`src/include/gci_defs.svh`:
```
// Hub widths, node count and address map
// Shared by the package and every hub block
`ifndef GCI_DEFS_SVH
`define GCI_DEFS_SVH

// Bus widths
`define GCI_ADDR_W 32
`define GCI_DATA_W 32
`define GCI_PRIO_W 8

// Node count and target id width
`define GCI_NODE_NUM 4
`define GCI_ID_W 3

// Status memory region at the bottom of the map
`define GCI_SMEM_SIZE 32'h400
`define GCI_SMEM_AW 10

`endif

```
`src/design/gci_pkg.sv`:
```
// Shared types of the interconnect hub
// Node info, bus requests and decode results
`include "gci_defs.svh"

package gci_pkg;

	// 0 is the status memory, 1 to 4 the nodes
	typedef logic [`GCI_ID_W-1:0] node_id_t;

	// Driven by a node while it announces itself
	typedef struct packed {
		logic                   present;
		logic                   info_valid;
		logic [`GCI_PRIO_W-1:0] prio;
		logic [`GCI_ADDR_W-1:0] memsize;
	} node_announce_t;

	// Registered copy held by the hub
	typedef struct packed {
		logic                   valid;
		logic                   present;
		logic [`GCI_PRIO_W-1:0] prio;
		logic [`GCI_ADDR_W-1:0] memsize;
	} node_info_t;

	// Entry 0 belongs to node 1
	typedef node_info_t [`GCI_NODE_NUM-1:0] info_table_t;

	typedef struct packed {
		logic                   rw;     // 1 = write
		logic [`GCI_ADDR_W-1:0] addr;
		logic [`GCI_DATA_W-1:0] data;
	} bus_req_t;

	// Target and the address inside its window
	typedef struct packed {
		node_id_t               id;
		logic [`GCI_ADDR_W-1:0] addr;
	} decode_t;

endpackage

```
`src/design/gci_node_registry.sv`:
```
// Node info registry
// Latches node announcements and flags when every present node has announced
`timescale 1ns/1ps
`include "gci_defs.svh"

module gci_node_registry (
	input  logic                                          iCLOCK,
	input  logic                                          inRESET,
	input  gci_pkg::node_announce_t [`GCI_NODE_NUM-1:0]  node_announce,
	output gci_pkg::info_table_t                          info_table,
	output logic                                          init_done
);

	logic [`GCI_NODE_NUM-1:0] node_ok;

	always_ff @(posedge iCLOCK or negedge inRESET) begin
		if (!inRESET) begin
			for (int i = 0; i < `GCI_NODE_NUM; i++) begin
				info_table[i].valid   <= 1'b0;
				info_table[i].present <= 1'b1;  // Held back until the port is seen
				info_table[i].prio    <= '0;
				info_table[i].memsize <= '0;    // Empty window while unknown
			end
		end else begin
			for (int i = 0; i < `GCI_NODE_NUM; i++) begin
				info_table[i].present <= node_announce[i].present;
				if (node_announce[i].info_valid) begin
					info_table[i].prio <= node_announce[i].prio;  // Priority may change later
					// Window size fixed by the first announcement
					if (!info_table[i].valid) begin
						info_table[i].valid   <= 1'b1;
						info_table[i].memsize <= node_announce[i].memsize;
					end
				end
			end
		end
	end

	genvar g;
	for (g = 0; g < `GCI_NODE_NUM; g++) begin : g_node
		assign node_ok[g] = !info_table[g].present || info_table[g].valid;

		// Address map must not move under the decoder once a node is known
		memsize_locked: assert property (
			@(posedge iCLOCK) disable iff (!inRESET)
			info_table[g].valid |=> $stable(info_table[g].memsize)
		);
	end

	assign init_done = &node_ok;

endmodule

```
`src/design/gci_addr_decoder.sv`:
```
// Address decoder
// Maps a CPU address onto the status memory or a node window
`timescale 1ns/1ps
`include "gci_defs.svh"

module gci_addr_decoder (
	input  logic [`GCI_ADDR_W-1:0] addr,
	input  gci_pkg::info_table_t   info_table,
	output gci_pkg::decode_t       decode
);

	// One extra bit so the running sum cannot wrap
	logic [`GCI_ADDR_W:0] base;
	logic [`GCI_ADDR_W:0] limit;
	logic                 hit;

	always_comb begin
		base        = {1'b0, `GCI_SMEM_SIZE};
		limit       = base;
		hit         = 1'b0;
		decode.id   = '0;   // Miss falls back to status memory offset 0
		decode.addr = '0;

		if ({1'b0, addr} < base) begin
			decode.addr = addr;
			hit         = 1'b1;
		end

		// Windows follow one another in node order
		for (int i = 0; i < `GCI_NODE_NUM; i++) begin
			limit = base + {1'b0, info_table[i].memsize};
			if (!hit && ({1'b0, addr} < limit)) begin
				decode.id   = gci_pkg::node_id_t'(i + 1);
				decode.addr = addr - base[`GCI_ADDR_W-1:0];
				hit         = 1'b1;
			end
			base = limit;  // Absent node adds nothing
		end
	end

endmodule

```
`src/design/gci_hub_smem.sv`:
```
// Hub status memory
// Read-only view of node presence, info flags, window sizes and priorities
`timescale 1ns/1ps
`include "gci_defs.svh"

module gci_hub_smem (
	input  logic                    iCLOCK,
	input  logic                    inRESET,
	input  logic                    smem_req_valid,
	input  logic [`GCI_SMEM_AW-1:0] offset,
	input  gci_pkg::info_table_t    info_table,
	output logic                    smem_resp_valid,
	output logic [`GCI_DATA_W-1:0]  smem_resp_data
);

	localparam int VALID_LSB = 8;  // Info-valid bits in word 0

	logic [`GCI_SMEM_AW-3:0] word_idx;
	logic [`GCI_DATA_W-1:0]  rdata;

	assign word_idx = offset[`GCI_SMEM_AW-1:2];  // Byte offset to word

	always_comb begin
		rdata = '0;
		if (word_idx == '0) begin
			for (int i = 0; i < `GCI_NODE_NUM; i++) begin
				rdata[i]             = info_table[i].present;
				rdata[VALID_LSB + i] = info_table[i].valid;
			end
		end
		// Two words per node after the flag word
		for (int i = 0; i < `GCI_NODE_NUM; i++) begin
			if (word_idx == (`GCI_SMEM_AW-2)'(2 * i + 1)) begin
				rdata = info_table[i].memsize;
			end else if (word_idx == (`GCI_SMEM_AW-2)'(2 * i + 2)) begin
				rdata = `GCI_DATA_W'(info_table[i].prio);
			end
		end
	end

	always_ff @(posedge iCLOCK or negedge inRESET) begin
		if (!inRESET) begin
			smem_resp_valid <= 1'b0;
		end else begin
			smem_resp_valid <= smem_req_valid;  // Writes answered the same way
		end
	end

	always_ff @(posedge iCLOCK) begin
		if (smem_req_valid) begin
			smem_resp_data <= rdata;
		end
	end

endmodule

```
`src/design/gci_hub_sequencer.sv`:
```
// Hub transaction sequencer
// Takes one CPU request, pulses one target, waits for it and returns read data
`timescale 1ns/1ps
`include "gci_defs.svh"

module gci_hub_sequencer (
	input  logic                                     iCLOCK,
	input  logic                                     inRESET,
	input  logic                                     init_done,
	input  gci_pkg::decode_t                         decode,
	input  gci_pkg::bus_req_t                        cpu_req,
	input  logic                                     cpu_req_valid,
	output logic                                     cpu_req_ready,
	output logic [`GCI_DATA_W-1:0]                   cpu_resp_data,
	output logic                                     cpu_resp_valid,
	input  logic                                     cpu_resp_ready,
	output logic [`GCI_NODE_NUM-1:0]                 node_req_valid,
	output gci_pkg::bus_req_t                        node_req,
	input  logic [`GCI_NODE_NUM-1:0]                 node_resp_valid,
	input  logic [`GCI_NODE_NUM-1:0][`GCI_DATA_W-1:0] node_resp_data,
	output logic                                     smem_req_valid,
	input  logic                                     smem_resp_valid,
	input  logic [`GCI_DATA_W-1:0]                   smem_resp_data
);

	typedef enum logic [1:0] {
		S_IDLE,
		S_WAIT,
		S_RESP
	} state_t;

	state_t                 state;
	gci_pkg::node_id_t      id_q;       // Target of the open transaction
	logic                   accept;
	logic                   sel_valid;
	logic [`GCI_DATA_W-1:0] sel_data;

	assign cpu_req_ready  = (state == S_IDLE) && init_done;
	assign accept         = cpu_req_valid && cpu_req_ready;
	assign cpu_resp_valid = (state == S_RESP);

	// Only the stored target may end the wait
	always_comb begin
		sel_valid = 1'b0;
		sel_data  = smem_resp_data;
		if (id_q == '0) begin
			sel_valid = smem_resp_valid;
		end
		for (int i = 0; i < `GCI_NODE_NUM; i++) begin
			if (id_q == gci_pkg::node_id_t'(i + 1)) begin
				sel_valid = node_resp_valid[i];
				sel_data  = node_resp_data[i];
			end
		end
	end

	always_ff @(posedge iCLOCK or negedge inRESET) begin
		if (!inRESET) begin
			state          <= S_IDLE;
			id_q           <= '0;
			node_req_valid <= '0;
			smem_req_valid <= 1'b0;
		end else begin
			node_req_valid <= '0;  // Target requests are one-cycle pulses
			smem_req_valid <= 1'b0;
			case (state)
				S_IDLE: begin
					if (accept) begin
						state <= S_WAIT;
						id_q  <= decode.id;
						if (decode.id == '0) begin
							smem_req_valid <= 1'b1;
						end
						for (int i = 0; i < `GCI_NODE_NUM; i++) begin
							if (decode.id == gci_pkg::node_id_t'(i + 1)) begin
								node_req_valid[i] <= 1'b1;
							end
						end
					end
				end
				S_WAIT: begin
					if (sel_valid) begin
						state <= node_req.rw ? S_IDLE : S_RESP;  // Write acks dropped here
					end
				end
				S_RESP: begin
					if (cpu_resp_ready) begin
						state <= S_IDLE;
					end
				end
				default: state <= S_IDLE;
			endcase
		end
	end

	always_ff @(posedge iCLOCK) begin
		if (accept) begin
			node_req.rw   <= cpu_req.rw;
			node_req.addr <= decode.addr;  // Local address inside the window
			node_req.data <= cpu_req.data;
		end
		if ((state == S_WAIT) && sel_valid && !node_req.rw) begin
			cpu_resp_data <= sel_data;
		end
	end

	// Decoder and pulse logic together must never address two targets
	one_target: assert property (
		@(posedge iCLOCK) disable iff (!inRESET)
		$onehot0({node_req_valid, smem_req_valid})
	);

	resp_held: assert property (
		@(posedge iCLOCK) disable iff (!inRESET)
		cpu_resp_valid && !cpu_resp_ready |=> cpu_resp_valid && $stable(cpu_resp_data)
	);

endmodule

```
`src/design/gci_hub_top.sv`:
```
// Interconnect hub top level
// Registry, address decoder, status memory and sequencer between CPU and nodes
`timescale 1ns/1ps
`include "gci_defs.svh"

module gci_hub_top (
	input  logic                                     iCLOCK,
	input  logic                                     inRESET,
	// CPU side
	input  gci_pkg::bus_req_t                        cpu_req,
	input  logic                                     cpu_req_valid,
	output logic                                     cpu_req_ready,
	output logic [`GCI_DATA_W-1:0]                   cpu_resp_data,
	output logic                                     cpu_resp_valid,
	input  logic                                     cpu_resp_ready,
	// Node side
	input  gci_pkg::node_announce_t [`GCI_NODE_NUM-1:0] node_announce,
	output logic [`GCI_NODE_NUM-1:0]                 node_req_valid,
	output gci_pkg::bus_req_t                        node_req,
	input  logic [`GCI_NODE_NUM-1:0]                 node_resp_valid,
	input  logic [`GCI_NODE_NUM-1:0][`GCI_DATA_W-1:0] node_resp_data
);

	gci_pkg::info_table_t   info_table;
	logic                   init_done;
	gci_pkg::decode_t       decode;
	logic                   smem_req_valid;
	logic                   smem_resp_valid;
	logic [`GCI_DATA_W-1:0] smem_resp_data;

	gci_node_registry u_registry (
		.iCLOCK        (iCLOCK),
		.inRESET       (inRESET),
		.node_announce (node_announce),
		.info_table    (info_table),
		.init_done     (init_done)
	);

	gci_addr_decoder u_decoder (
		.addr       (cpu_req.addr),
		.info_table (info_table),
		.decode     (decode)
	);

	// Status memory sees the low bits of the shared target request
	gci_hub_smem u_smem (
		.iCLOCK          (iCLOCK),
		.inRESET         (inRESET),
		.smem_req_valid  (smem_req_valid),
		.offset          (node_req.addr[`GCI_SMEM_AW-1:0]),
		.info_table      (info_table),
		.smem_resp_valid (smem_resp_valid),
		.smem_resp_data  (smem_resp_data)
	);

	gci_hub_sequencer u_sequencer (
		.iCLOCK          (iCLOCK),
		.inRESET         (inRESET),
		.init_done       (init_done),
		.decode          (decode),
		.cpu_req         (cpu_req),
		.cpu_req_valid   (cpu_req_valid),
		.cpu_req_ready   (cpu_req_ready),
		.cpu_resp_data   (cpu_resp_data),
		.cpu_resp_valid  (cpu_resp_valid),
		.cpu_resp_ready  (cpu_resp_ready),
		.node_req_valid  (node_req_valid),
		.node_req        (node_req),
		.node_resp_valid (node_resp_valid),
		.node_resp_data  (node_resp_data),
		.smem_req_valid  (smem_req_valid),
		.smem_resp_valid (smem_resp_valid),
		.smem_resp_data  (smem_resp_data)
	);

endmodule

```
`config.mk`:
```
export PLATFORM = sky130hd
export DESIGN_NAME = gci_hub_top
export DESIGN_NICKNAME = d
export VERILOG_FILES = /design/src/design/gci_pkg.sv /design/src/design/gci_node_registry.sv /design/src/design/gci_addr_decoder.sv /design/src/design/gci_hub_smem.sv /design/src/design/gci_hub_sequencer.sv /design/src/design/gci_hub_top.sv
export VERILOG_INCLUDE_DIRS = /design/src /design/src/include
export SDC_FILE = /design/constraint.sdc
export NUM_CORES = 1
export LEC_CHECK = 0
export ABC_AREA = 1
export BUFFER_PORTS_ARGS = -buffer_cell sky130_fd_sc_hd__buf_2
export CORE_ASPECT_RATIO = 1.1
export CORE_UTILIZATION = 39
export CTS_CLUSTER_SIZE = 12
export DETAILED_ROUTE_END_ITERATION = 7
export GPL_TIMING_DRIVEN = 0
export SYNTH_ARGS = -nofsm -noshare
export SYNTH_HDL_FRONTEND = slang
export SYNTH_SLANG_ARGS = --single-unit
```
`constraint.sdc`:
```
create_clock -name iCLOCK -period 6.3 [get_ports iCLOCK]
set_input_delay 1.575 -clock iCLOCK [delete_from_list [all_inputs] [get_ports iCLOCK]]
set_output_delay 1.575 -clock iCLOCK [all_outputs]
set_load 0.05 [all_outputs]
```
==> qor.yml <==
final_layout:
  final_common_cell: "nand2_1"
  fin_util_pct: 53.7
  layout.nets: 4851
  layout.cells.non_filler: 5127
  final_cell_mix: "728 x nand2_1, 469 x buf_2, 399 x inv_1"
  synthToLayoutAreaGrowth_pct: 35.3
  drive_gt1_share_pct: 30.1
timing:
  post-route-period-util_pct: 107
  setup_viol: 38
  relSlewSlack_pct: -4.90
  rsz0062_at_grt: "true"
  skew_ns: 0.0307
  drv_slew: 2
  max_slew.worst_pin.slew_ns: 1.56
  hold-worst-slack_ns: 0.471
  fmax_ghz: 0.149
  post-route-min-period_ns: 6.73
  hold_viol: 0
  setup_ws_ns: -0.428
synth:
  syn_inst: 3526
  synth.largest_area_cell: "dfrtp_1"
  synth-edff-count: 129
  synth.avg_cell_area_um2: 7.51
  synth_top_area_share_pct: 16.5
  syn_area_um2: 26500
  async_reset_ff_share_pct: 58.1
  synth_warnings: 0
  synth_area_leaders: "dfrtp_1 17%, edfxtp_1 15%, ha_1 11%"
  ys_ff_latch: 308
  yosysSeqAreaShare_pct: 31.5
  syn_nets: 4143
  yosysUniqueCellTypes: 61
  ys.flop_type: "dfrtp_1"
worst_setup_path:
  crit_path_frequent_cell: "nand2_2"
  slowest_stage: "dfrtp_2"
  cp-start-kind: "flop"
  cp.arrival_ns: 7.18
  endpoint_kind: "flop"
  cp_max_fo: 6
  path_class: "reg -> reg"
  cpPeakStageDelay_ns: 0.41
  worst_ep_required_time_ns: 6.75
clock_tree:
  root_buffer: "clkbuf_16"
  max-clock-path-buffers: 3
  path_clk_slew_ns: 0.06
  numCtsBuffers: 37
  cts_num_sinks: 308
  cts-htree-levels: 2
  clkLatencyLatePin_ns: 0.59
  cts_tree: "done"
detailed_routing:
  firstDrtPassIters: 5
  drt-vias-per-instance: 5.52
  antenna_left: 0
  wl_per_cell_um: 23.0
  routed_wl_um: 118000
  drc: 0
  drt_iter0_drc: 2283
  vias: 28300
floorplan:
  core_area_um2: 66800
  dieArea_um2: 69000
  initial_utilization_pct: 39.7
  fp.dieH_um: 275
  rows: 99
  ios: 472
  dieWidth_um: 251
global_route:
  grt_pass1_wl_um: 167000
  grt_pass1_vias: 27200
  grt_usage_pct: 32.6
  grt_overflow_total: 0
  grt_max_degree: 108
  antenna_found_initial: 11
power_and_ir_drop:
  powerDensity_nw_per_um2: 259
  cellLeakagePower_nw: 17.7
  peakVddDrop_mv: 0.206
placement:
  place_hpwl_um: 94900
  io_buffer_count: 469
  dp_cells: 4855
  dp_slack_ns: -2.64
  place.gp.congestion: 0.992
job:
  maxCapViolCount: 1
worst_hold_path:
  min_path_type: "reg -> reg"
outcome:
  status: "finished, violations left"
  violations: "capacitance limit, slew limit, setup timing"
## cell usage after synthesis (23+ instances only)
library cell,n
a21oi_1,245
a31oi_1,61
nor2_1,371
mux2_2,101
o211ai_1,38
clkbuf_1,53
o21bai_1,23
o21ai_0,193
nor3_1,36
xnor2_1,62
nand3_1,186
inv_1,426
nand2_1,800
nand4_1,34
dfrtp_1,175
a21o_1,33
xor2_1,138
ha_1,242
a221oi_1,29
edfxtp_1,129
## logic make-up (layout without fill, tap and decap cells)
family | Yosys count | count (layout) | synth area share [%]
AO/OA/AOI/OAI | 688 | 688 | 15.3
XOR/XNOR | 200 | 200 | 6.61
adder cells (fa/ha/maj) | 248 | 248 | 11.9
buffers and inverters | 509 | 1244 | 7.44
flip-flops | 308 | 308 | 31.5
multiplexers | 101 | 101 | 4.29
other | 0 | 7 | 0
AND/OR/NAND/NOR | 1472 | 1473 | 22.9
## final timing paths
check / startpoint / end / slack (ns) / cells after the start
setup / recovery: u_registry.info_table[10] / u_sequencer.node_req[35] / -0.43 / 44
hold / removal: u_registry.info_table[158] / u_registry.info_table[158] / 0.47 / 2
setup reg to reg: u_registry.info_table[10] / u_sequencer.node_req[35] / -0.43 / 44
hold reg to reg: u_registry.info_table[158] / u_registry.info_table[158] / 0.47 / 2
max in group asynchronous: inRESET / u_registry.info_table[1] / 4.32 / 2
min in group asynchronous: inRESET / u_registry.info_table[151] / 0.93 / 1
## where the power goes
part	internal [mW]	total [mW]	switching (mW)	leakage (nW)
combinational	1.42	4.44	3.02	13.6
sequential	2.46	2.57	0.113	3.45
clock	1.33	2.27	0.939	0.628
total	5.20	9.28	4.07	17.7
## timing repair
| item | in CTS | in global routing |
|---|---|---|
| pin swaps | 114 | 158 |
| hold buffers | 0 | 0 |
| cloned | 3 | 6 |
| endpoints found under the setup margin | 38 | 39 |
| setup buffers | 128 | 63 |
| resized for setup | 340 | 261 |
## metrics by stage
| stage | TNS [ns] | total power, mW | instance area (um^2) |
|---|---|---|---|
| after floorplan | 0 | 5.17 | 26500 |
| after global placement | -90.31 | 6.40 | 29900 |
| after detailed placement | -92.60 | 6.42 | 30000 |
| after CTS | -11.35 | 8.99 | 34000 |
| after global routing | -26.21 | 9.73 | 35800 |
| final | -14.55 | 9.28 | 35900 |
## state kept, by name, indices dropped and copies added, names as in the netlist
name and flops:
u_sequencer.node_req 65, u_sequencer.cpu_resp_data 32, u_sequencer.state 2, u_smem.smem_resp_valid 1
u_smem.smem_resp_data 32, u_registry.info_table 168, u_sequencer.id_q 3, u_sequencer.smem_req_valid 1
u_sequencer.node_req_valid 4
## final cells by class
| type | count | area [um^2] |
|---|---|---|
| clock buffers | 53 | 1120 |
| clock inverters | 14 | 155 |
| multi-input cells | 2710 | 18900 |
| well taps | 858 | 1070 |
| inverters | 435 | 1650 |
| diodes | 7 | 17.5 |
| flip-flops and latches | 308 | 8360 |
| fillers | 6396 | 30900 |
| repair buffers | 669 | 4170 |
| plain buffers | 73 | 437 |
## worst max-delay path: cells and delay by family, from the launching register on
| family | cells | cell delay, ns |
|---|---|---|
| simple gates | 18 | 1.93 |
| compound gates | 11 | 1.77 |
| buf+inv | 9 | 1.03 |
| fa+ha+maj | 4 | 0.95 |
| xor+xnor | 2 | 0.48 |
| flops | 1 | 0.41 |
## per-layer routing
layer	track usage, %	share of wire [%]	up-vias
li1	-	-	13300
met1	42.7	43	13600
met2	54.0	46	1129
met3	3.46	5.7	259
met4	15.8	5.6	4
met5	0	0.019	-
(Power assumes the default switching activity.)
